$ cat src/verilog/mem_subsys_params.svh
/* Address map and widths of the memory subsystem
   RAM depth and index width must agree, 4096 words need 12 index bits */
`ifndef MEM_SUBSYS_PARAMS_SVH
`define MEM_SUBSYS_PARAMS_SVH

// ==================================================
// Program RAM
// ==================================================
`define MS_RAM_BASE     32'h0001_0000
`define MS_RAM_WORDS    4096
`define MS_RAM_IDX_W    12
// Upper 18 address bits of the RAM alias at the top of memory
`define MS_WRAP_TAG     18'h3_FFFF

// ==================================================
// Debug area, tohost and APB
// ==================================================
`define MS_DBG_START    32'h0000_0200
`define MS_DBG_END      32'h0000_0FFF
`define MS_TOHOST_ADDR  32'h8000_1000
`define MS_APB_ADDR_W   13

`endif
$ cat src/verilog/mem_map_pkg.sv
/* Address, data and region types of the memory map */
`include "mem_subsys_params.svh"

package mem_map_pkg;

  // Byte address as issued by the core
  typedef logic [31:0] addr_t;

  // One data word
  typedef logic [31:0] word_t;

  // Word index into the unified RAM
  typedef logic [`MS_RAM_IDX_W-1:0] ram_idx_t;

  // Address on the debug module APB
  typedef logic [`MS_APB_ADDR_W-1:0] apb_addr_t;

  // Target of one core access
  typedef enum logic [1:0] {
    REG_RAM,
    REG_DEBUG,
    REG_TOHOST,
    REG_NONE
  } region_t;

endpackage

$ cat src/verilog/region_decoder.sv
/* Debug area decodes only while debug mode is high and wins over all else
   RAM is 16 KB from the base plus the alias at the top of the address space */
`timescale 1ns/100ps
`include "mem_subsys_params.svh"

module region_decoder
  import mem_map_pkg::*;
(
  input  addr_t    i_addr,
  input  logic     i_debug_mode,
  output region_t  o_region,
  output ram_idx_t o_ram_idx
);

  // RAM size in bytes
  localparam addr_t RAM_BYTES = addr_t'(`MS_RAM_WORDS * 4);

  addr_t ram_offset;
  logic  in_debug;
  logic  in_ram_lin;
  logic  in_ram_wrap;

  // Offset from the RAM base, wraps around for lower addresses
  assign ram_offset  = i_addr - addr_t'(`MS_RAM_BASE);
  assign in_debug    = i_debug_mode && (i_addr >= addr_t'(`MS_DBG_START))
                       && (i_addr <= addr_t'(`MS_DBG_END));
  assign in_ram_lin  = (i_addr >= addr_t'(`MS_RAM_BASE)) && (ram_offset < RAM_BYTES);
  assign in_ram_wrap = (i_addr[31:`MS_RAM_IDX_W+2] == `MS_WRAP_TAG);

  // Base is 64 KB aligned, so the offset's low bits index the alias as well
  assign o_ram_idx = ram_offset[`MS_RAM_IDX_W+1:2];

  always_comb
  begin
    if (in_debug)
      o_region = REG_DEBUG;
    else if (in_ram_lin || in_ram_wrap)
      o_region = REG_RAM;
    else if (i_addr == addr_t'(`MS_TOHOST_ADDR))
      o_region = REG_TOHOST;
    else
      o_region = REG_NONE;
  end

endmodule

$ cat config.mk
export PLATFORM = sky130hd
export DESIGN_NAME = region_decoder
export DESIGN_NICKNAME = d
export VERILOG_FILES = /design/src/verilog/mem_map_pkg.sv /design/src/verilog/region_decoder.sv
export VERILOG_INCLUDE_DIRS = /design/src /design/src/verilog
export SDC_FILE = /design/constraint.sdc
export NUM_CORES = 1
export LEC_CHECK = 0
export ABC_AREA = 1
export BUFFER_PORTS_ARGS = -buffer_cell sky130_fd_sc_hd__buf_2
export CELL_PAD_IN_SITES_DETAIL_PLACEMENT = 1
export CELL_PAD_IN_SITES_GLOBAL_PLACEMENT = 1
export CORE_MARGIN = 2
export CORE_UTILIZATION = 23
export DETAILED_ROUTE_END_ITERATION = 10
export GPL_TIMING_DRIVEN = 0
export PLACE_DENSITY_LB_ADDON = 0.12
export SLEW_MARGIN = 0
export SYNTH_ARGS = -nofsm -noshare
export SYNTH_HDL_FRONTEND = slang
export SYNTH_SLANG_ARGS = --single-unit
$ cat constraint.sdc
create_clock -name vclk -period 1.4
set_clock_uncertainty 0.05 [all_clocks]
set_input_delay 0.28 -clock vclk [all_inputs]
set_output_delay 0.28 -clock vclk [all_outputs]
set_load 0.01 [all_outputs]
After elaboration in Yosys (flattened, before gate mapping)
Cells that the tools add are included.
{"block": "classes", "n_mux": 3, "addsub": 1, "mul": 0, "magnitude_cmp": 4, "bitwise": 0, "n_shift": 0, "div": 0, "reduce_logical": 4, "n_eq_ne": 2}
{"cell": "equality test 32 bit, second input constant", "count": 1}
{"cell": "greater-or-equal comparator 32 x 10 -> 1 bit, second input constant", "count": 1}
{"cell": "greater-or-equal comparator 32 x 17 -> 1 bit, second input constant", "count": 1}
{"cell": "<= comparator 32 x 12 -> 1 bit, second input constant", "count": 1}
{"cell": "< comparator 32 x 15 -> 1 bit, second input constant", "count": 1}
{"cell": "subtractor 32 x 17 -> 32 bit, second input constant", "count": 1}
{"cell": "equality test 18 bit, second input constant", "count": 1}
{"cell": "two-way mux 2 bit", "count": 2}
{"cell": "logical AND 1 bit", "count": 3}
{"cell": "logical OR 1 bit", "count": 1}
{"cell": "two-way mux 1 bit", "count": 1}
{"block": "totals", "wordCells": 14, "latch_bits": 0, "out_inout_bits": 14, "in_bits": 33, "ram_bits": 0, "register_bits": 0, "memories": 0, "rom_bits": 0}

Longest topological paths before layout
Gate-level depths: netlist of run 1.
{"block": "logic_depth", "word_depth": 6, "ltp_mapped": 10, "ltp_nobuf": 10}

Least setup slack after synthesis of run 1
Ideal clock, no wire load.
{"block": "synth_timing", "kind": "input to output", "startpoint": "in i_addr[20]", "endpoint": "out o_region[0]", "arrival_time_ps": 1029, "n_path_buf": 0, "required_ps": 1070, "path_stages": 9, "path_slack_ps": 41, "path_cell_list": "nor2_2 nand2_2 nor2_2 nand2_2 nand2_1 nor2_1 nand3_1 nand2_1 nor2_1"}
{"block": "synth_between", "elab_chain_cells": 6, "elab_cells_between_ends": 14, "classes_between": "1 x add/sub; 4 x order compare; 2 x eq/ne; 3 x mux; 4 x reduce/logical"}
{"item": "start, declared", "line": "region_decoder.sv:9", "source": "input addr_t i_addr,"}
{"item": "subtractor 32 x 17 -> 32 bit", "line": "region_decoder.sv:24", "source": "assign ram_offset = i_addr - addr_t'(`MS_RAM_BASE);"}
{"item": "< comparator 32 x 15 -> 1 bit", "line": "region_decoder.sv:27", "source": "assign in_ram_lin = (i_addr >= addr_t'(`MS_RAM_BASE)) && (ram_offset < RAM_BYTES);"}
{"item": "logical AND 1 bit", "line": "region_decoder.sv:27"}
{"item": "logical OR 1 bit", "line": "region_decoder.sv:37", "source": "else if (in_ram_lin || in_ram_wrap)"}
{"item": "two-way mux 2 bit", "line": "region_decoder.sv:37"}
{"item": "two-way mux 2 bit *", "line": "region_decoder.sv:35", "source": "if (in_debug)"}
{"item": "end, declared", "line": "region_decoder.sv:11", "source": "output region_t o_region,"}
Mark *: on every way between the ends. The rest lies on a longest branch, timed or not.

Final worst setup path of run 1
{"block": "layout_timing", "startpoint": "in i_addr[22]", "endpoint": "out o_region[1]"}
Same word-level chain as after synthesis.

==> impl_results.md, run 1 <==
- Leakage: 0.470 nW
- Initial Util: 24.3%
- Worst Hold Class: primary input to output port
- CP max FO: 4
- Port-buffer cells: 47
- Cell-by-cell trace of the critical path: buf_2 > nor2_4 > nand2_2 > nor2_4 > nand2_1 > nand2_1 > nand2_1 > nor2_2 > nand3_1 > nand2_1 > nor2_1 > buf_2
- Fill cells: roughly 320
- Crit start category: primary input
- Violated checks: negative setup slack
- Die height: 52.1 um
- Final hold violations: 0
- Via Count: about 800
- Switching pwr: about 0.000099 W
- # DRC: 0
- Cell area after layout: between 800 and 900 um2
- Clock Power Share: 0%
- Yosys warnings: 0
- Grt ovf: 0
- Crit path DAT: about 1.4 ns
- HPWL Detailed: about 1.7 mm
- Area after DPL: between 800 and 900 um2
- Layout cells sized above 1: about half
- # IOs: 47
- GP Congestion: 0.778
- Rel. slew slack: between 80% and 90%
- Initial antenna violation count: 0
- Non-filler cells, final: approximately 190
- Worst path most repeated cell: nand2_1
- Via density: about 4.3
- Largest net degree at the start of global routing: 6
- Sequential Power Share: 0%
- Avg WL per Cell: slightly below 10 um
- Vias in the first global route: 750
- Fmax: roughly 600 MHz
- Final period util: 122%
- Seq_cells: 0
- Core Footprint: around 2200 um2
- DP Cell Count: roughly 180
- Internal power: between 0.0001 and 0.00015 W
- # diodes: 0
- Post-Route WL: 1.85 mm
- P per Cell Area: ~230 nW/um2
- Register area share after synthesis: 0%
- Comb power frac: between 90% and 100%
- Post-Route Setup TNS: -0.605 ns
- Switching portion of total power: ~48%
- Synth top area cells: nand2_1 23%, nor2_1 18%, buf_4 17%
- Synth cell types: 16
- Synth-to-layout area growth: 67.5%
- Peak VDD IR: a little over 0.1 mV
- Crit path largest cell delay: 0.14 ns
- Top-area cell type share of the netlist area: a little under a quarter
- Crit. End Element: output port
- # rows: 17
- RSZ-0062 raised after global routing: true
- Antenna Violating Nets Remaining: 0
- Endpoints failing setup: 2
- Multi-input logic area: roughly 420 um2
- FF+latch area: 0 um2
- Hold buffers post-CTS: 0
- Pre-CTS WS: -0.356 ns
- 1st-pass router iterations: 4
- Detailed Route Iter0 Violations: 7
- Clkbuf count: 0
- Die Wd: ~52 um
- Die area: between 2000 and 3000 um2
- Synth Cell Area: approximately 530 um2
- Syn_area_per_cell: about 4.9 um2
- Most frequent cells after synthesis: 32 x nand2_1, 26 x nor2_1, 12 x buf_4
- Critical path's slowest cell: buf_2
- Largest area contributor in the netlist: nand2_1
- Synth Instances: ~110
- Syn Nets: roughly 140
- Global-route usage over all layers: 13.7%
- Total power draw: 0.000206 W
- First-pass GRT wire length: ~3.0 mm
- Final nets: between 150 and 200
- Pins over their slew limit: 0
- Worst Tran Pin Value: about 0.28 ns
- Setup ws final: -0.307 ns
- Outcome: finished, violations left
- CP required: between 1 and 1.5 ns
- Clock period minus worst slack: around 1.7 ns
- Count leader, synth: nand2_1
- Max-cap viol count: 0
- Setup CP Type: primary input to output port
## layout make-up
cell class / count / share of cell area, %
tap: 28 / 3.93
buffer: 12 / 10.1
inverter: 12 / 5.06
timing repair buffer: 50 / 33.6
multi-input combinational: 85 / 47.3
## layer usage
metal | global-route usage (%) | wire length, um
met5 | 0 | 0
met2 | 28.3 | 984
met3 | 0.287 | 107
met1 | 16.3 | 762
met4 | 0 | 0
## logic make-up (layout without fill, tap and decap cells)
kind of cell | after synthesis | count (layout) | share of synthesized area, %
buf+inv | 24 | 74 | 25.4
simple gates | 83 | 83 | 72.2
compound gates | 2 | 2 | 2.35
## stage by stage
step	utilization, %	hold WS (ns)
finish	40.7	0.795
global route	40.7	0.807
CTS	40.0	0.797
detailed placement	36.6	0.797
global placement	36.6	0.794
floorplan	-	0.602
## timing repair
action,in CTS,in global routing
pin swaps,12,9
setup endpoints to repair,2,2
gates resized for setup,15,4
setup buffers,3,0
## power groups by stage
stage	sequential (W)	clock, W	combinational, W
2_1_floorplan	0	0	0.0000876
3_3_place_gp	0	0	0.000180
3_5_place_dp	0	0	0.000185
4_1_cts	0	0	0.000204
5_1_grt	0	0	0.000228
6_report	0	0	0.000206
## critical path, delay by kind of cell
family,cells,cell delay [ns]
simple gates,10,0.84
buf+inv,2,0.27
## layout by cell type (no fill, tap or decap), drive strengths merged
cell type   n
a21boi      1
and2        1
buf        62
inv        12
nand2      35
nand3       3
nand4       3
nor2       34
nor3        5
nor4        2
o21ai       1
## worst paths after layout
kind	startpoint	to	slack, ns	depth (start not counted)
worst max-delay path	i_addr[22]	o_region[1]	-0.31	12
worst min-delay path	i_addr[5]	o_ram_idx[3]	0.79	3
Note: power is estimated with default switching activity, not from simulation.
==> inputs of run 2 (changes only) <==
--- a/config.mk
+++ b/config.mk
@@ -15,6 +15,7 @@
 export DETAILED_ROUTE_END_ITERATION = 10
 export GPL_TIMING_DRIVEN = 0
 export PLACE_DENSITY_LB_ADDON = 0.12
+export REMOVE_ABC_BUFFERS = 1
 export SLEW_MARGIN = 0
 export SYNTH_ARGS = -nofsm -noshare
 export SYNTH_HDL_FRONTEND = slang
==> run 2 against run 1 <==
Critical endpoint unchanged; clock-buffer cell count stayed put; critical path type unchanged; critical path depth stayed put; final area is 13% lower; sequential cell count stayed put; wire length is 3.1% lower; the flow still finishes with violations (negative setup slack).
==> impl_results.md, run 2 (same netlist as run 1, synthesis figures left out) <==
- Final period util: 123% (+1.2 points)
- Via Count: 754 (-6.1%)
- Antenna Violating Nets Remaining: 0 (unchanged)
- Peak VDD IR: 0.0991 mV (-4.1%)
- CP max FO: 3 (-1)
- Global-route usage over all layers: 13.1% (-0.60 points)
- First-pass GRT wire length: 2.81 mm (-5.1%)
- FF+latch area: 0 um2 (unchanged)
- GP Congestion: 0.778 (about the same)
- Crit path DAT: 1.39 ns (about the same)
- Seq_cells: 0 (unchanged)
- Pins over their slew limit: 0 (unchanged)
- Avg WL per Cell: 10.3 um (+3.6%)
- Grt ovf: 0 (unchanged)
- Leakage: 0.413 nW (-12%)
- Crit. End Element: output port
- Buf/Inv on CP: 2 (unchanged)
- Synth-to-layout area growth: 45.6%
- Cell-by-cell trace of the critical path: buf_4 > nor2_4 > nand2_4 > nor2_4 > nand2_2 > nand2_2 > nand2_2 > nor2_2 > nand3_1 > nand2_1 > nor2_1 > buf_2
- Die area: 2710 um2 (unchanged)
- Crit path largest cell delay: 0.14 ns (about the same)
- Largest net degree at the start of global routing: 6 (unchanged)
- Endpoints failing setup: 2 (unchanged)
- Clkbuf count: 0 (unchanged)
- Crit start category: primary input
- CP required: 1.07 ns (about the same)
- Rel. slew slack: 79.7% (-1.5 points)
- P per Cell Area: 222 nW/um2 (-3.8%)
- Worst Tran Pin Value: 0.302 ns (+0.0226 ns)
- Layout cells sized above 1: 46.3% (-4.1 points)
- Vias in the first global route: 677 (-9.7%)
- # diodes: 0 (unchanged)
- Final core occ: 35.4% (-5.3 points)
- RSZ-0062 raised after global routing: true
- Non-filler cells, final: 175 (-6.4%)
- Setup ws final: -0.324 ns (-0.0168 ns)
- Final nets: 182 (-6.2%)
- HPWL Detailed: 1.65 mm (-1.6%)
- Port-buffer cells: 47 (unchanged)
- Setup CP Type: primary input to output port
- Initial antenna violation count: 0 (unchanged)
- Via density: 4.31 (+0.34%)
- Critical path's slowest cell: buf_2
- # DRC: 0 (unchanged)
- Violated checks: negative setup slack
- Post-Route WL: 1.80 mm (-3.1%)
- Worst Hold Class: primary input to output port
- Final hold violations: 0 (unchanged)
- Outcome: finished, violations left
- # rows: 17 (unchanged)
- Worst path most repeated cell: nand2_2
- Most frequent cells in the layout: 43 x buf_2, 30 x nand2_1, 26 x nor2_1
- Top Family by Delay on Critical Path: simple AND/OR/NAND/NOR gates
- DP Cell Count: 172 (-6.5%)
- Die Wd: 52.1 um (unchanged)
- 1st-pass router iterations: 4 (unchanged)
- Initial Util: 24.3% (unchanged)
- # IOs: 47 (unchanged)
- Fmax: 580 MHz (-0.97%)
- Hold buffers post-CTS: 0 (unchanged)
- Commonest non-fill, non-tap cell in the layout: buf_2
- Max-cap viol count: 0 (unchanged)
- Clock period minus worst slack: 1.72 ns (+0.0168 ns)
- Detailed Route Iter0 Violations: 4 (-3)
- Core Footprint: 2190 um2 (unchanged)
- Die height: 52.1 um (unchanged)
[run 2: cell types whose count changed in the layout (fill, tap and decap cells not counted)]
cell,change
buf_6,-3
nor2_4,-3
nand2_2,+1
buf_4,-11
nand2_4,+1
nor2_2,+1
nand2_1,-2
buf_2,+2
nor2_1,+2
[run 2: per-layer routing]
metal  GRT usage, %  vias to the layer above  wire [um]
met5              0                        -          0
met1           16.8                      335        748
met4              0                        0          0
met3          0.287                        0         76
li1               -                      400          -
met2           25.5                       19        971
[run 2: cell type report]
cell class / instances / area, um2
well taps: 28 / 35.0
multi-input cells: 85 / 412
inverters: 12 / 45.0
repair buffers: 50 / 283
fillers: 330 / 1420
[run 2: what timing repair did]
| item | 4_1_cts | 5_1_grt |
|---|---|---|
| setup buffers | 2 | 1 |
| resized for setup | 2 | 10 |
| pin swaps | 3 | 11 |
| setup endpoints to repair | 2 | 2 |
| gates cloned | 0 | 0 |
[run 2: worst paths after layout]
check	from	to	slack, ns	depth (start not counted)
min	i_addr[11]	o_ram_idx[9]	0.71	2
max	i_addr[22]	o_region[1]	-0.32	12
[run 2: metrics by stage]
stage / power (W) / cell area, um2 / setup WS [ns] / hold WS (ns) / TNS [ns]
6_report: 0.000172 / 774 / -0.324 / 0.709 / -0.642
3_5_place_dp: 0.000161 / 712 / -0.369 / 0.711 / -0.732
2_1_floorplan: 0.0000523 / 442 / 0.0412 / 0.510 / 0
4_1_cts: 0.000165 / 734 / -0.320 / 0.712 / -0.635
3_3_place_gp: 0.000156 / 712 / -0.324 / 0.709 / -0.643
5_1_grt: 0.000192 / 774 / -0.455 / 0.718 / -0.909
[run 2: power breakdown]
group | internal (W) | switching [W] | total, W
Clock | 0 | 0 | 0
Combinational | 0.0000791 | 0.0000930 | 0.000172
Sequential | 0 | 0 | 0
Total | 0.0000791 | 0.0000930 | 0.000172
