`config.mk`:
```
export PLATFORM = sky130hd
export DESIGN_NAME = core_resp_router
export DESIGN_NICKNAME = d
export VERILOG_FILES = /design/src/verilog/mem_map_pkg.sv /design/src/verilog/mem_bus_pkg.sv /design/src/verilog/core_resp_router.sv
export VERILOG_INCLUDE_DIRS = /design/src /design/src/verilog
export SDC_FILE = /design/constraint.sdc
export NUM_CORES = 1
export LEC_CHECK = 0
export BUFFER_PORTS_ARGS = -buffer_cell sky130_fd_sc_hd__buf_4
export CAP_MARGIN = 10
export CORE_AREA = 2 2 121 123
export CTS_CLUSTER_DIAMETER = 150
export CTS_CLUSTER_SIZE = 24
export DETAILED_ROUTE_END_ITERATION = 7
export DIE_AREA = 0 0 123 125
export SETUP_SLACK_MARGIN = 0.4
export SYNTH_ARGS = -nofsm -noshare
export SYNTH_HDL_FRONTEND = slang
export SYNTH_SLANG_ARGS = --single-unit
```
`constraint.sdc`:
```
create_clock -name clk -period 1.3 [get_ports clk]
set_input_delay 0.13 -clock clk [delete_from_list [all_inputs] [get_ports clk]]
set_output_delay 0.13 -clock clk [all_outputs]
set_load 0.01 [all_outputs]
```
`src/verilog/mem_subsys_params.svh`:
```
/* Address map and widths of the memory subsystem
   RAM depth and index width must agree, 4096 words need 12 index bits */
`ifndef MEM_SUBSYS_PARAMS_SVH
`define MEM_SUBSYS_PARAMS_SVH

// ==================================================
// Program RAM
// ==================================================
`define MS_RAM_BASE     32'h0001_0000
`define MS_RAM_WORDS    4096
`define MS_RAM_IDX_W    12
// Upper 18 address bits of the RAM alias at the top of memory
`define MS_WRAP_TAG     18'h3_FFFF

// ==================================================
// Debug area, tohost and APB
// ==================================================
`define MS_DBG_START    32'h0000_0200
`define MS_DBG_END      32'h0000_0FFF
`define MS_TOHOST_ADDR  32'h8000_1000
`define MS_APB_ADDR_W   13

`endif
```
`src/verilog/mem_map_pkg.sv`:
```
/* Address, data and region types of the memory map */
`include "mem_subsys_params.svh"

package mem_map_pkg;

  // Byte address as issued by the core
  typedef logic [31:0] addr_t;

  // One data word
  typedef logic [31:0] word_t;

  // Word index into the unified RAM
  typedef logic [`MS_RAM_IDX_W-1:0] ram_idx_t;

  // Address on the debug module APB
  typedef logic [`MS_APB_ADDR_W-1:0] apb_addr_t;

  // Target of one core access
  typedef enum logic [1:0] {
    REG_RAM,
    REG_DEBUG,
    REG_TOHOST,
    REG_NONE
  } region_t;

endpackage

```
`src/verilog/mem_bus_pkg.sv`:
```
/* Core-side and APB bundles, one request or response per struct
   Field order fixes the packed layout, keep it in step with the testbench */
package mem_bus_pkg;

  import mem_map_pkg::*;

  // Instruction fetch request
  typedef struct packed {
    addr_t addr;
    logic  rready;
  } imem_req_t;

  // Data request, read and write share the address
  typedef struct packed {
    addr_t addr;
    logic  wvalid;
    word_t wdata;
    logic  rready;
  } dmem_req_t;

  // Response back to either core port
  typedef struct packed {
    logic  rvalid;
    logic  wready;
    word_t rdata;
  } core_rsp_t;

  // APB master outputs
  typedef struct packed {
    apb_addr_t paddr;
    logic      psel;
    logic      penable;
    logic      pwrite;
    word_t     pwdata;
  } apb_req_t;

  // APB slave outputs
  typedef struct packed {
    logic  pready;
    word_t prdata;
    logic  pslverr;
  } apb_rsp_t;

endpackage

```
`src/verilog/core_resp_router.sv`:
```
/* Combines RAM, APB and immediate answers into the core handshakes
   Unmapped and tohost reads answer zero in debug mode only; tohost writes always ack */
`timescale 1ns/100ps

module core_resp_router
  import mem_map_pkg::*;
  import mem_bus_pkg::*;
(
  input  logic      clk,
  input  logic      reset_n,
  input  logic      i_debug_mode,
  input  imem_req_t i_imem_req,
  input  dmem_req_t i_dmem_req,
  input  region_t   i_imem_region,
  input  region_t   i_dmem_region,
  input  logic      i_ram_imem_valid,
  input  word_t     i_ram_imem_data,
  input  logic      i_ram_dmem_valid,
  input  word_t     i_ram_dmem_data,
  input  logic      i_apb_done_imem,
  input  logic      i_apb_done_dmem,
  input  logic      i_apb_write,
  input  word_t     i_apb_rdata,
  output core_rsp_t o_imem,
  output core_rsp_t o_dmem,
  output word_t     o_tohost
);

  // Fetch port never writes
  always_comb
  begin
    o_imem = '0;
    case (i_imem_region)
      REG_RAM:
      begin
        o_imem.rvalid = i_ram_imem_valid;
        o_imem.rdata  = i_ram_imem_data;
      end
      REG_DEBUG:
      begin
        o_imem.rvalid = i_apb_done_imem;
        o_imem.rdata  = i_apb_rdata;
      end
      default:
        o_imem.rvalid = i_debug_mode && i_imem_req.rready;
    endcase
  end

  always_comb
  begin
    o_dmem = '0;
    case (i_dmem_region)
      REG_RAM:
      begin
        // Writes complete in the request cycle
        o_dmem.rvalid = i_ram_dmem_valid;
        o_dmem.wready = i_dmem_req.wvalid;
        o_dmem.rdata  = i_ram_dmem_data;
      end
      REG_DEBUG:
      begin
        o_dmem.rvalid = i_apb_done_dmem && !i_apb_write;
        o_dmem.wready = i_apb_done_dmem && i_apb_write;
        o_dmem.rdata  = i_apb_rdata;
      end
      REG_TOHOST:
      begin
        o_dmem.rvalid = i_debug_mode && i_dmem_req.rready;
        o_dmem.wready = i_dmem_req.wvalid;
      end
      default:
      begin
        // Unmapped in debug mode, writes dropped
        o_dmem.rvalid = i_debug_mode && i_dmem_req.rready;
        o_dmem.wready = i_debug_mode && i_dmem_req.wvalid;
      end
    endcase
  end

  // Test status word, last write wins
  always_ff @(posedge clk or negedge reset_n)
  begin
    if (!reset_n)
      o_tohost <= '0;
    else if (i_dmem_req.wvalid && (i_dmem_region == REG_TOHOST))
      o_tohost <= i_dmem_req.wdata;
  end

endmodule

```
Word level (Yosys, flattened, before mapping)
Cells that the tools add are included.
{"block": "word_totals", "reg_bits": 32, "inputBits": 207, "word_cells": 17}
{"block": "classes", "eq_ne": 3, "mux": 4, "reduce_logical": 9}
{"op": "one-hot mux 32 bit (2 select lines)", "n": 2}
{"op": "logical AND 1 bit", "n": 6}
{"op": "one-hot mux 2 bit (3 select lines)", "n": 1}
{"op": "== test 2 x 1 -> 1 bit, second input constant", "n": 2}
{"op": "logical NOT 2 bit", "n": 2}
{"op": "== test 2 bit, second input constant", "n": 1}
{"op": "one-hot mux 1 bit (2 select lines)", "n": 1}
{"op": "logical NOT 1 bit", "n": 1}

Longest topological paths before layout
Gate-level depths: netlist of run 1.
{"block": "logic_depth", "depth_word": 3, "mapped_depth": 4, "depth_no_buf": 2}

Least setup slack after synthesis of run 1
OpenSTA, ideal clock, no wires.
{"block": "synth_timing", "path_kind": "input-to-reg", "start": "input port i_dmem_region[0]", "end": "register o_tohost[0]", "setup_time_ps": 125, "arrival_ps": 960, "t_required_ps": 1175, "slack_ps": 215, "stages": 4, "n_path_buf": 2, "path_cell_list": "buf_2 > nand3b_4 > buf_6 > mux2_4"}
{"block": "synth_between", "elab_chain_len": 2}
{"item": "start: declaration", "line": "core_resp_router.sv:15", "rtl": "input region_t i_dmem_region,"}
{"item": "== test 2 bit", "line": "core_resp_router.sv:85", "rtl": "else if (i_dmem_req.wvalid && (i_dmem_region == REG_TOHOST))"}
{"item": "logical AND 1 bit", "line": "core_resp_router.sv:85"}
{"item": "end signal: assignment", "line": "core_resp_router.sv:86", "rtl": "o_tohost <= i_dmem_req.wdata;"}
{"item": "end: declaration", "line": "core_resp_router.sv:26", "rtl": "output word_t o_tohost"}
Every way passes these cells.
A chain may end at the register's enable or synchronous reset.

==> results.sh, run 1 <==
export IMPL_cp_start_kind="primary input"
export IMPL_yosysSeqAreaShare=0.338
export IMPL_grt_pass1_wl_um=16100
export IMPL_core_area_um2=14200
export IMPL_p_switching_uw=1330
export IMPL_internal_power_uw=3540
export IMPL_grt_max_degree=35
export IMPL_synth_edf_count=0
export IMPL_ys_types=19
export IMPL_synthArstFlopShare=1.00
export IMPL_htreeDepth=2
export IMPL_yosysTopAreaCell="dfrtp_1"
export IMPL_via_per_inst=4.08
export IMPL_synthTopCellsByCount="mux2i_1 (65), nor2_1 (64), dfrtp_1 (32)"
export IMPL_swShare=0.273
export IMPL_route_detailed_drc=0
export IMPL_grt_usage=0.137
export IMPL_critPathCaptureType="output port"
export IMPL_grt_overflow_total=0
export IMPL_syn_avg_cell_area_um2=10.5
export IMPL_clk_pin_slew_ns=0.05
export IMPL_via_count=2776
export IMPL_cp_arrival_ns=0.88
export IMPL_io_pins=307
export IMPL_finalCritPeriodShare=0.779
export IMPL_largest_reg_flops=32
export IMPL_required_ns=1.17
export IMPL_synthesis_area_um2=2370
export IMPL_grt_pass1_vias=2884
export IMPL_die_x_um=123
export IMPL_finalHoldViolCount=0
export IMPL_r2r_end="o_tohost[30]"
export IMPL_pwr_density_cell_nw_per_um2=918
export IMPL_status="finished, final reports clean"
export IMPL_hpwl_um=8490
export IMPL_n_antenna_cell=0
export IMPL_ant_nets=0
export IMPL_syn_inst=226
export IMPL_dieArea_um2=15400
export IMPL_ys_flop_type="dfrtp_1"
export IMPL_drt_iter0_drc=85
export IMPL_wl_per_cell_um=16.4
export IMPL_criticalPathCategory="primary input to output port"
export IMPL_yosysMostFrequentCell="mux2i_1"
export IMPL_num_rows=44
export IMPL_syn_nets=433
export IMPL_cts_root_buf="clkbuf_16"
export IMPL_largestRegisters="o_tohost (32)"
export IMPL_drive_gt1_frac=0.688
export IMPL_finalMaxSlewViolations=0
export IMPL_cts_made_buffers=5
export IMPL_drt_pre_antenna_iters=5
export IMPL_cts_sinks=32
export IMPL_top_register="o_tohost"
export IMPL_power_frac_comb=0.459
export IMPL_io_buffers=241
export IMPL_grt_antenna_before_repair=0
export IMPL_rsz0062_at_grt="yes"
export IMPL_crit_path_start="i_dmem_region[0]"
export IMPL_clkPwrFrac=0.265
export IMPL_die_h_um=125
export IMPL_fin_crit_ns=1.01
export IMPL_area_growth_pct=124
export IMPL_r2r_start="o_tohost[30]"
export IMPL_clock_skew_ns=0
export IMPL_final_nets=702
export IMPL_fmax_mhz=987
export IMPL_clock_latency_ns=0.27
export IMPL_leakage_uw=0.00280
export IMPL_rrSetupSlack_ns=0.39
export IMPL_holdWs_ns=0.0841
export IMPL_initial_core_util=0.167
export IMPL_max_cap_viol_count=0
export IMPL_cts_buffer_depth=2
export IMPL_worst_r2r_cell_count=2
export IMPL_place_congestion=0.915
export IMPL_yosysTopAreaCellShare=0.338
export IMPL_setup_viol=0
export IMPL_cp_endpoint="o_dmem[27]"
export IMPL_vdd_drop_max_mv=0.519
export IMPL_pwr_share_seq=0.276
export IMPL_hold_class="primary input to flip-flop"
export IMPL_synth_area_leaders="dfrtp_1 (34%), mux2i_1 (27%), mux2_4 (19%)"
export IMPL_yosys_register_bits=32
export IMPL_cts_tree="done"
export IMPL_yosysWarnings=0
export IMPL_wirelength_um=11200
export IMPL_path_max_fanout=6
export IMPL_tns_ns=0
==> critical path, cell delays in order <==
cell and delay, ns:
buf_16 0.13, buf_16 0.15, mux2i_1 0.25, nor2_1 0.06, buf_4 0.15
==> power groups by stage <==
stage | sequential (µW) | combinational [µW] | clock (µW)
2_1_floorplan | 1390 | 663 | 0
3_3_place_gp | 1300 | 1750 | 0
5_1_grt | 1360 | 2380 | 1390
6_report | 1340 | 2230 | 1290
4_1_cts | 1330 | 2160 | 1330
3_5_place_dp | 1320 | 1770 | 0
==> cells by family (layout without fill, tap and decap cells) <==
kind of cell / count (synthesis) / count (layout) / synth area share
mux: 97 / 97 / 0.475
simple gates: 69 / 69 / 0.122
flops: 32 / 32 / 0.338
buf+inv: 22 / 292 / 0.0507
compound gates: 5 / 5 / 0.0132
other cells: 1 / 1 / 0.00158
==> metal layers <==
layer / share of wire / track usage / up-vias
met5: 0 / 0 / -
met2: 0.51 / 0.249 / 158
met1: 0.39 / 0.158 / 1288
li1: - / - / 1314
met4: 0.022 / 0.0475 / 0
met3: 0.076 / 0.0255 / 16
==> worst min path at each step <==
stage	startpoint	to	cells past startpoint
final	i_dmem_req[8]	o_tohost[7]	2
after global routing	i_dmem_req[30]	o_tohost[29]	2
after CTS	i_dmem_req[8]	o_tohost[7]	2
after detailed placement	reset_n	o_tohost[21]	1
after global placement	reset_n	o_tohost[21]	1
after floorplan	reset_n	o_tohost[0]	0
==> placed cells by master (no fill, tap or decap), drive strengths merged <==
cell type,count
nand4b,1
clkbuf,6
nand3,1
inv,2
nand3b,2
a21boi,2
dfrtp,32
o21ai,2
conb,1
mux2i,65
dlygate4sd3,1
a31oi,1
buf,281
bufinv,1
clkinv,1
nor2,64
mux2,32
nand2b,1
==> per-stage QoR <==
stage / setup slack (ns) / util / std cells / instance area (µm²) / total power, µW
final: 0.287 / 0.373 / 680 / 5300 / 4870
after floorplan: 0.277 / - / 226 / 2400 / 2050
after global routing: 0.251 / 0.373 / 680 / 5300 / 5130
after global placement: 0.107 / 0.312 / 641 / 4430 / 3060
after detailed placement: 0.0992 / 0.312 / 641 / 4430 / 3090
after CTS: 0.272 / 0.363 / 672 / 5150 / 4820
==> cell type report <==
cell class | count | area [µm²]
clock buffers | 6 | 129
well taps | 184 | 230
clock inverters | 2 | 35.0
flip-flops and latches | 32 | 801
fillers | 1401 | 8900
multi-input cells | 172 | 1580
repair buffers | 282 | 2510
inverters | 2 | 7.51
==> timing repair <==
item / 4_1_cts / 5_1_grt
hold endpoints to repair: 32 / 0
pin swaps: 3 / 1
gates resized for setup: 71 / 21
hold buffers: 1 / 0
buffers inserted: 16 / 8
setup endpoints to repair: 99 / 116
gates cloned: 6 / 0
Note: power is estimated with default switching activity, not from simulation.
==> run 2: changes to the inputs <==
- ABC_AREA: default -> 1
- CORE_AREA: 2 2 121 123 -> 2 2 119 121
- DIE_AREA: 0 0 123 125 -> 0 0 121 123
- clock period: 1.3 -> 0.8 ns (I/O delays scaled with it)
==> run 2 against run 1 <==
Compared with the run above: the run now ends with hold timing, setup timing left; first-iteration DRC count increased by 5.9%; core utilization increased by 14 points; highest routed layer unchanged; setup slack got worse by 0.48 ns; hold slack got worse by 0.35 ns; via count increased by 32%; synthesized cell count increased by 50%; critical path type unchanged.
==> results.sh, run 2 <==
export IMPL_setup_viol=101
export IMPL_layout_common_cells="buf_4 (174), buf_6 (102), nand2_4 (78)"
export IMPL_top_register="o_tohost"
export IMPL_required_ns=0.72
export IMPL_num_rows=43
export IMPL_core_area_um2=13600
export IMPL_critPathCaptureType="output port"
export IMPL_violations="hold timing, setup timing"
export IMPL_area_growth_pct=218
export IMPL_drive_gt1_frac=0.801
export IMPL_cts_made_buffers=5
export IMPL_via_per_inst=4.49
export IMPL_final_common_cell="buf_4"
export IMPL_pwr_density_cell_nw_per_um2=1210
export IMPL_ys_flop_type="dfrtp_1"
export IMPL_finalCritPeriodShare=1.25
export IMPL_syn_avg_cell_area_um2=6.41
export IMPL_largest_reg_flops=32
export IMPL_yosysTopAreaCell="dfrtp_1"
export IMPL_io_buffers=241
export IMPL_grt_usage=0.174
export IMPL_drt_iter0_drc=90
export IMPL_criticalPathCategory="primary input to output port"
export IMPL_place_congestion=0.760
export IMPL_synthesis_area_um2=2180
export IMPL_fmax_mhz=1000
export IMPL_synthArstFlopShare=1.00
export IMPL_cp_arrival_ns=0.92
export IMPL_final_nets=840
export IMPL_via_count=3651
export IMPL_worst_r2r_cell_count=4
export IMPL_setup_ws_ns=-0.198
export IMPL_status="finished, violations left"
export IMPL_route_detailed_drc=0
export IMPL_wl_per_cell_um=17.4
export IMPL_holdWs_ns=-0.265
export IMPL_grt_max_degree=33
export IMPL_leakage_uw=0.00363
export IMPL_syn_inst=340
export IMPL_yosys_register_bits=32
export IMPL_fin_crit_ns=0.998
export IMPL_finalHoldViolCount=32
export IMPL_grt_overflow_total=0
export IMPL_largestRegisters="o_tohost (32)"
export IMPL_synthTopCellsByCount="nand2_1 (137), inv_1 (35), o21ai_1 (35)"
export IMPL_die_h_um=123
export IMPL_yosysSeqAreaShare=0.368
export IMPL_rsz0062_at_grt="yes"
export IMPL_ys_types=15
export IMPL_dieArea_um2=14900
export IMPL_wirelength_um=14100
export IMPL_syn_nets=547
export IMPL_clock_skew_ns=0
export IMPL_die_x_um=121
export IMPL_yosysMostFrequentCell="nand2_1"
export IMPL_cts_buffer_depth=2
export IMPL_vdd_drop_max_mv=0.727
export IMPL_max_cap_viol_count=0
export IMPL_final_util=0.509
export IMPL_ant_nets=0
export IMPL_yosysTopAreaCellShare=0.368
export IMPL_clk_pin_slew_ns=0.05
export IMPL_yosysWarnings=0
export IMPL_clock_latency_ns=0.28
export IMPL_hpwl_um=8530
export IMPL_cts_root_buf="clkbuf_16"
export IMPL_cts_sinks=32
export IMPL_grt_pass1_wl_um=20000
export IMPL_initial_core_util=0.160
export IMPL_total_power_uw=8370
export IMPL_htreeDepth=2
export IMPL_cp_start_kind="primary input"
export IMPL_finalMaxSlewViolations=0
export IMPL_n_antenna_cell=0
export IMPL_drt_pre_antenna_iters=4
export IMPL_synth_area_leaders="dfrtp_1 (37%), nand2_1 (24%), nand4_1 (9.2%)"
export IMPL_path_max_fanout=4
export IMPL_grt_pass1_vias=3735
export IMPL_hold_class="primary input to asynchronous set/reset pin"
export IMPL_synth_edf_count=0
export IMPL_cts_tree="done"
export IMPL_io_pins=307
export IMPL_grt_antenna_before_repair=0
[run 2: path summary, 6_finish.rpt]
path	startpoint	endpoint	slack, ns
min in group clk	i_dmem_req[26]	o_tohost[25]	0.06
worst max register to register	o_tohost[9]	o_tohost[9]	-0.04
worst max-delay path	i_dmem_region[1]	o_dmem[31]	-0.20
worst min-delay path	reset_n	o_tohost[3]	-0.26
worst min register to register	o_tohost[11]	o_tohost[11]	0.51
max in group asynchronous	reset_n	o_tohost[21]	0.76
[run 2: worst max-delay path: stages]
cell     delay (ns)
buf_12         0.11
nor2_4         0.14
buf_12         0.14
buf_6          0.10
buf_8          0.12
nand2_4        0.05
o21ai_4        0.05
buf_6          0.12
[run 2: what timing repair did]
item	CTS	global route
buffers inserted	23	12
resized for setup	151	148
hold endpoints to repair	32	32
pin swaps	14	20
gates cloned	14	3
setup endpoints to repair	131	131
[run 2: per-layer routing]
metal	vias up	share of wire	track usage
li1	1700	-	-
met1	1726	0.36	0.191
met2	196	0.55	0.333
met3	29	0.068	0.0364
met4	0	0.025	0.0531
met5	-	0	0
[run 2: cell families (layout without fill, tap and decap cells)]
kind of cell | count (synthesis) | in the layout | synth area share
compound gates | 64 | 64 | 0.147
other cells | 1 | 1 | 0.00172
flops | 32 | 32 | 0.368
buf+inv | 63 | 354 | 0.128
simple gates | 180 | 183 | 0.356
[run 2: final cells by class]
type	instances	area, µm²
repair buffers	310	3200
well taps	180	225
inverters	36	166
multi-input cells	248	2390
fillers	1213	6690
flip-flops and latches	32	801
clock buffers	8	146
[run 2: where the power goes]
part | internal (µW) | switching [µW] | total (µW)
combinational | 2450 | 1840 | 4300
sequential | 1880 | 281 | 2160
clock | 1240 | 670 | 1910
[run 2: metrics by stage]
step           setup TNS (ns)  hold slack [ns]  std cells  setup WS (ns)  area, µm²
2_1_floorplan               0           -0.216        340         0.0786       2970
3_3_place_gp           -13.58           0.0356        754         -0.185       5000
3_5_place_dp           -14.36           0.0442        754         -0.190       5000
4_1_cts                -11.89           -0.255        799         -0.180       6190
5_1_grt                -16.65           -0.239        814         -0.233       6930
6_report               -13.24           -0.265        814         -0.198       6930
==> run 3: changes to the inputs <==
- clock period: 0.8 -> 1.3 ns (I/O delays scaled with it)
==> run 3 against run 2 <==
Compared with the run above: the flow now finishes without violations; register-to-register slack better by 0.48 ns; combinational power is 49% lower; cell area is 16% lower; flip-flop and latch count stayed put; total power is 42% lower; clock skew stayed put; via count is 5.6% lower; critical endpoint is now o_imem[8]; largest cell class unchanged; highest routed layer unchanged.
==> results.sh, run 3 (same netlist as run 2, synthesis figures left out) <==
export IMPL_place_inst=755
export IMPL_layout_common_cells="buf_4 (225), nand2_1 (85), buf_6 (66)"
export IMPL_fin_cells=808
export IMPL_cp_start_kind="primary input"
export IMPL_cts_sinks=32
export IMPL_max_cap_viol_count=0
export IMPL_final_common_cell="buf_4"
export IMPL_hold_class="primary input to flip-flop"
export IMPL_final_util=0.426
export IMPL_final_nets=834
export IMPL_leakage_uw=0.00317
export IMPL_finalCritPeriodShare=0.867
export IMPL_wl_per_cell_um=16.1
export IMPL_criticalPathCategory="primary input to output port"
export IMPL_io_pins=307
export IMPL_status="finished, final reports clean"
export IMPL_cp_arrival_ns=1.00
export IMPL_largestRegisters="o_tohost (32)"
export IMPL_die_h_um=123
export IMPL_htreeDepth=2
export IMPL_drt_pre_antenna_iters=4
export IMPL_route_detailed_drc=0
export IMPL_finalMaxSlewViolations=0
export IMPL_core_area_um2=13600
export IMPL_top_register="o_tohost"
export IMPL_finalHoldViolCount=0
export IMPL_place_congestion=0.815
export IMPL_fmax_mhz=887
export IMPL_drt_iter0_drc=134
export IMPL_dieArea_um2=14900
export IMPL_path_max_fanout=8
export IMPL_clock_skew_ns=0
export IMPL_ant_nets=0
export IMPL_fin_crit_ns=1.13
export IMPL_rsz0062_at_grt="yes"
export IMPL_initial_core_util=0.160
export IMPL_vdd_drop_max_mv=0.377
export IMPL_area_growth_pct=166
export IMPL_pwr_density_cell_nw_per_um2=840
export IMPL_grt_max_degree=33
export IMPL_grt_usage=0.162
export IMPL_clock_latency_ns=0.27
export IMPL_cts_root_buf="clkbuf_16"
export IMPL_io_buffers=241
export IMPL_cts_buffer_depth=2
export IMPL_num_rows=43
export IMPL_grt_antenna_before_repair=0
export IMPL_largest_reg_flops=32
export IMPL_setup_viol=0
export IMPL_grt_pass1_vias=3470
export IMPL_grt_overflow_total=0
export IMPL_die_x_um=121
export IMPL_wirelength_um=13000
export IMPL_cts_made_buffers=5
export IMPL_critPathCaptureType="output port"
export IMPL_holdWs_ns=0.110
export IMPL_clk_pin_slew_ns=0.05
export IMPL_grt_pass1_wl_um=18300
export IMPL_drive_gt1_frac=0.664
export IMPL_tns_ns=0
export IMPL_hpwl_um=9290
export IMPL_via_count=3447
export IMPL_required_ns=1.17
export IMPL_cts_tree="done"
export IMPL_via_per_inst=4.27
export IMPL_n_antenna_cell=0
run 3: worst max-delay path, stage by stage:
cell and delay, ns:
buf_12 0.11, nor2_4 0.19, buf_12 0.17, buf_6 0.12, nand2_4 0.05, o21ai_4 0.08
buf_6 0.13
run 3: path summary, 6_finish.rpt:
| check | endpoint | slack, ns | startpoint | cells after the start |
|---|---|---|---|---|
| min | o_tohost[16] | 0.11 | i_dmem_req[17] | 3 |
| min reg2reg | o_tohost[7] | 0.49 | o_tohost[7] | 2 |
| max reg2reg | o_tohost[23] | 0.44 | o_tohost[23] | 4 |
| min in group asynchronous | o_tohost[29] | 0.35 | reset_n | 2 |
| max | o_imem[8] | 0.17 | i_imem_region[0] | 7 |
| max in group asynchronous | o_tohost[17] | 0.65 | reset_n | 2 |
run 3: repair_timing:
item                       in CTS  in global routing
setup endpoints to repair      99                 99
pin swaps                       4                  4
hold buffers                    1                  0
gates resized for setup       120                135
hold endpoints to repair       32                  0
gates cloned                    7                  1
buffers inserted               24                 12
run 3: power breakdown:
part           switching, µW  total (µW)  internal (µW)
registers                117        1270           1160
clock network            409        1420           1010
logic                    931        2180           1250
total                   1460        4880           3420
run 3: through the flow:
step           setup slack (ns)  total power, µW  instance area (µm²)
3_5_place_dp          -0.000522             2790                 4280
6_report                  0.172             4880                 5800
3_3_place_gp            0.00627             2780                 4280
5_1_grt                   0.139             5160                 5800
4_1_cts                   0.179             4650                 5210
2_1_floorplan             0.400             1780                 2180
run 3: layer usage:
metal	wire (µm)	vias to the layer above	track usage
met4	368	0	0.0458
met1	4930	1558	0.186
met5	0	-	0
met2	6540	182	0.293
met3	1180	20	0.0475
li1	-	1687	-
run 3: area by class of cell:
class,count,area (µm²)
clock buffer,7,153
clock inverter,1,30.0
fill,1342,7810
inverter,36,150
multi-input combinational,245,1650
sequential,32,801
tap,180,225
timing repair buffer,307,2800
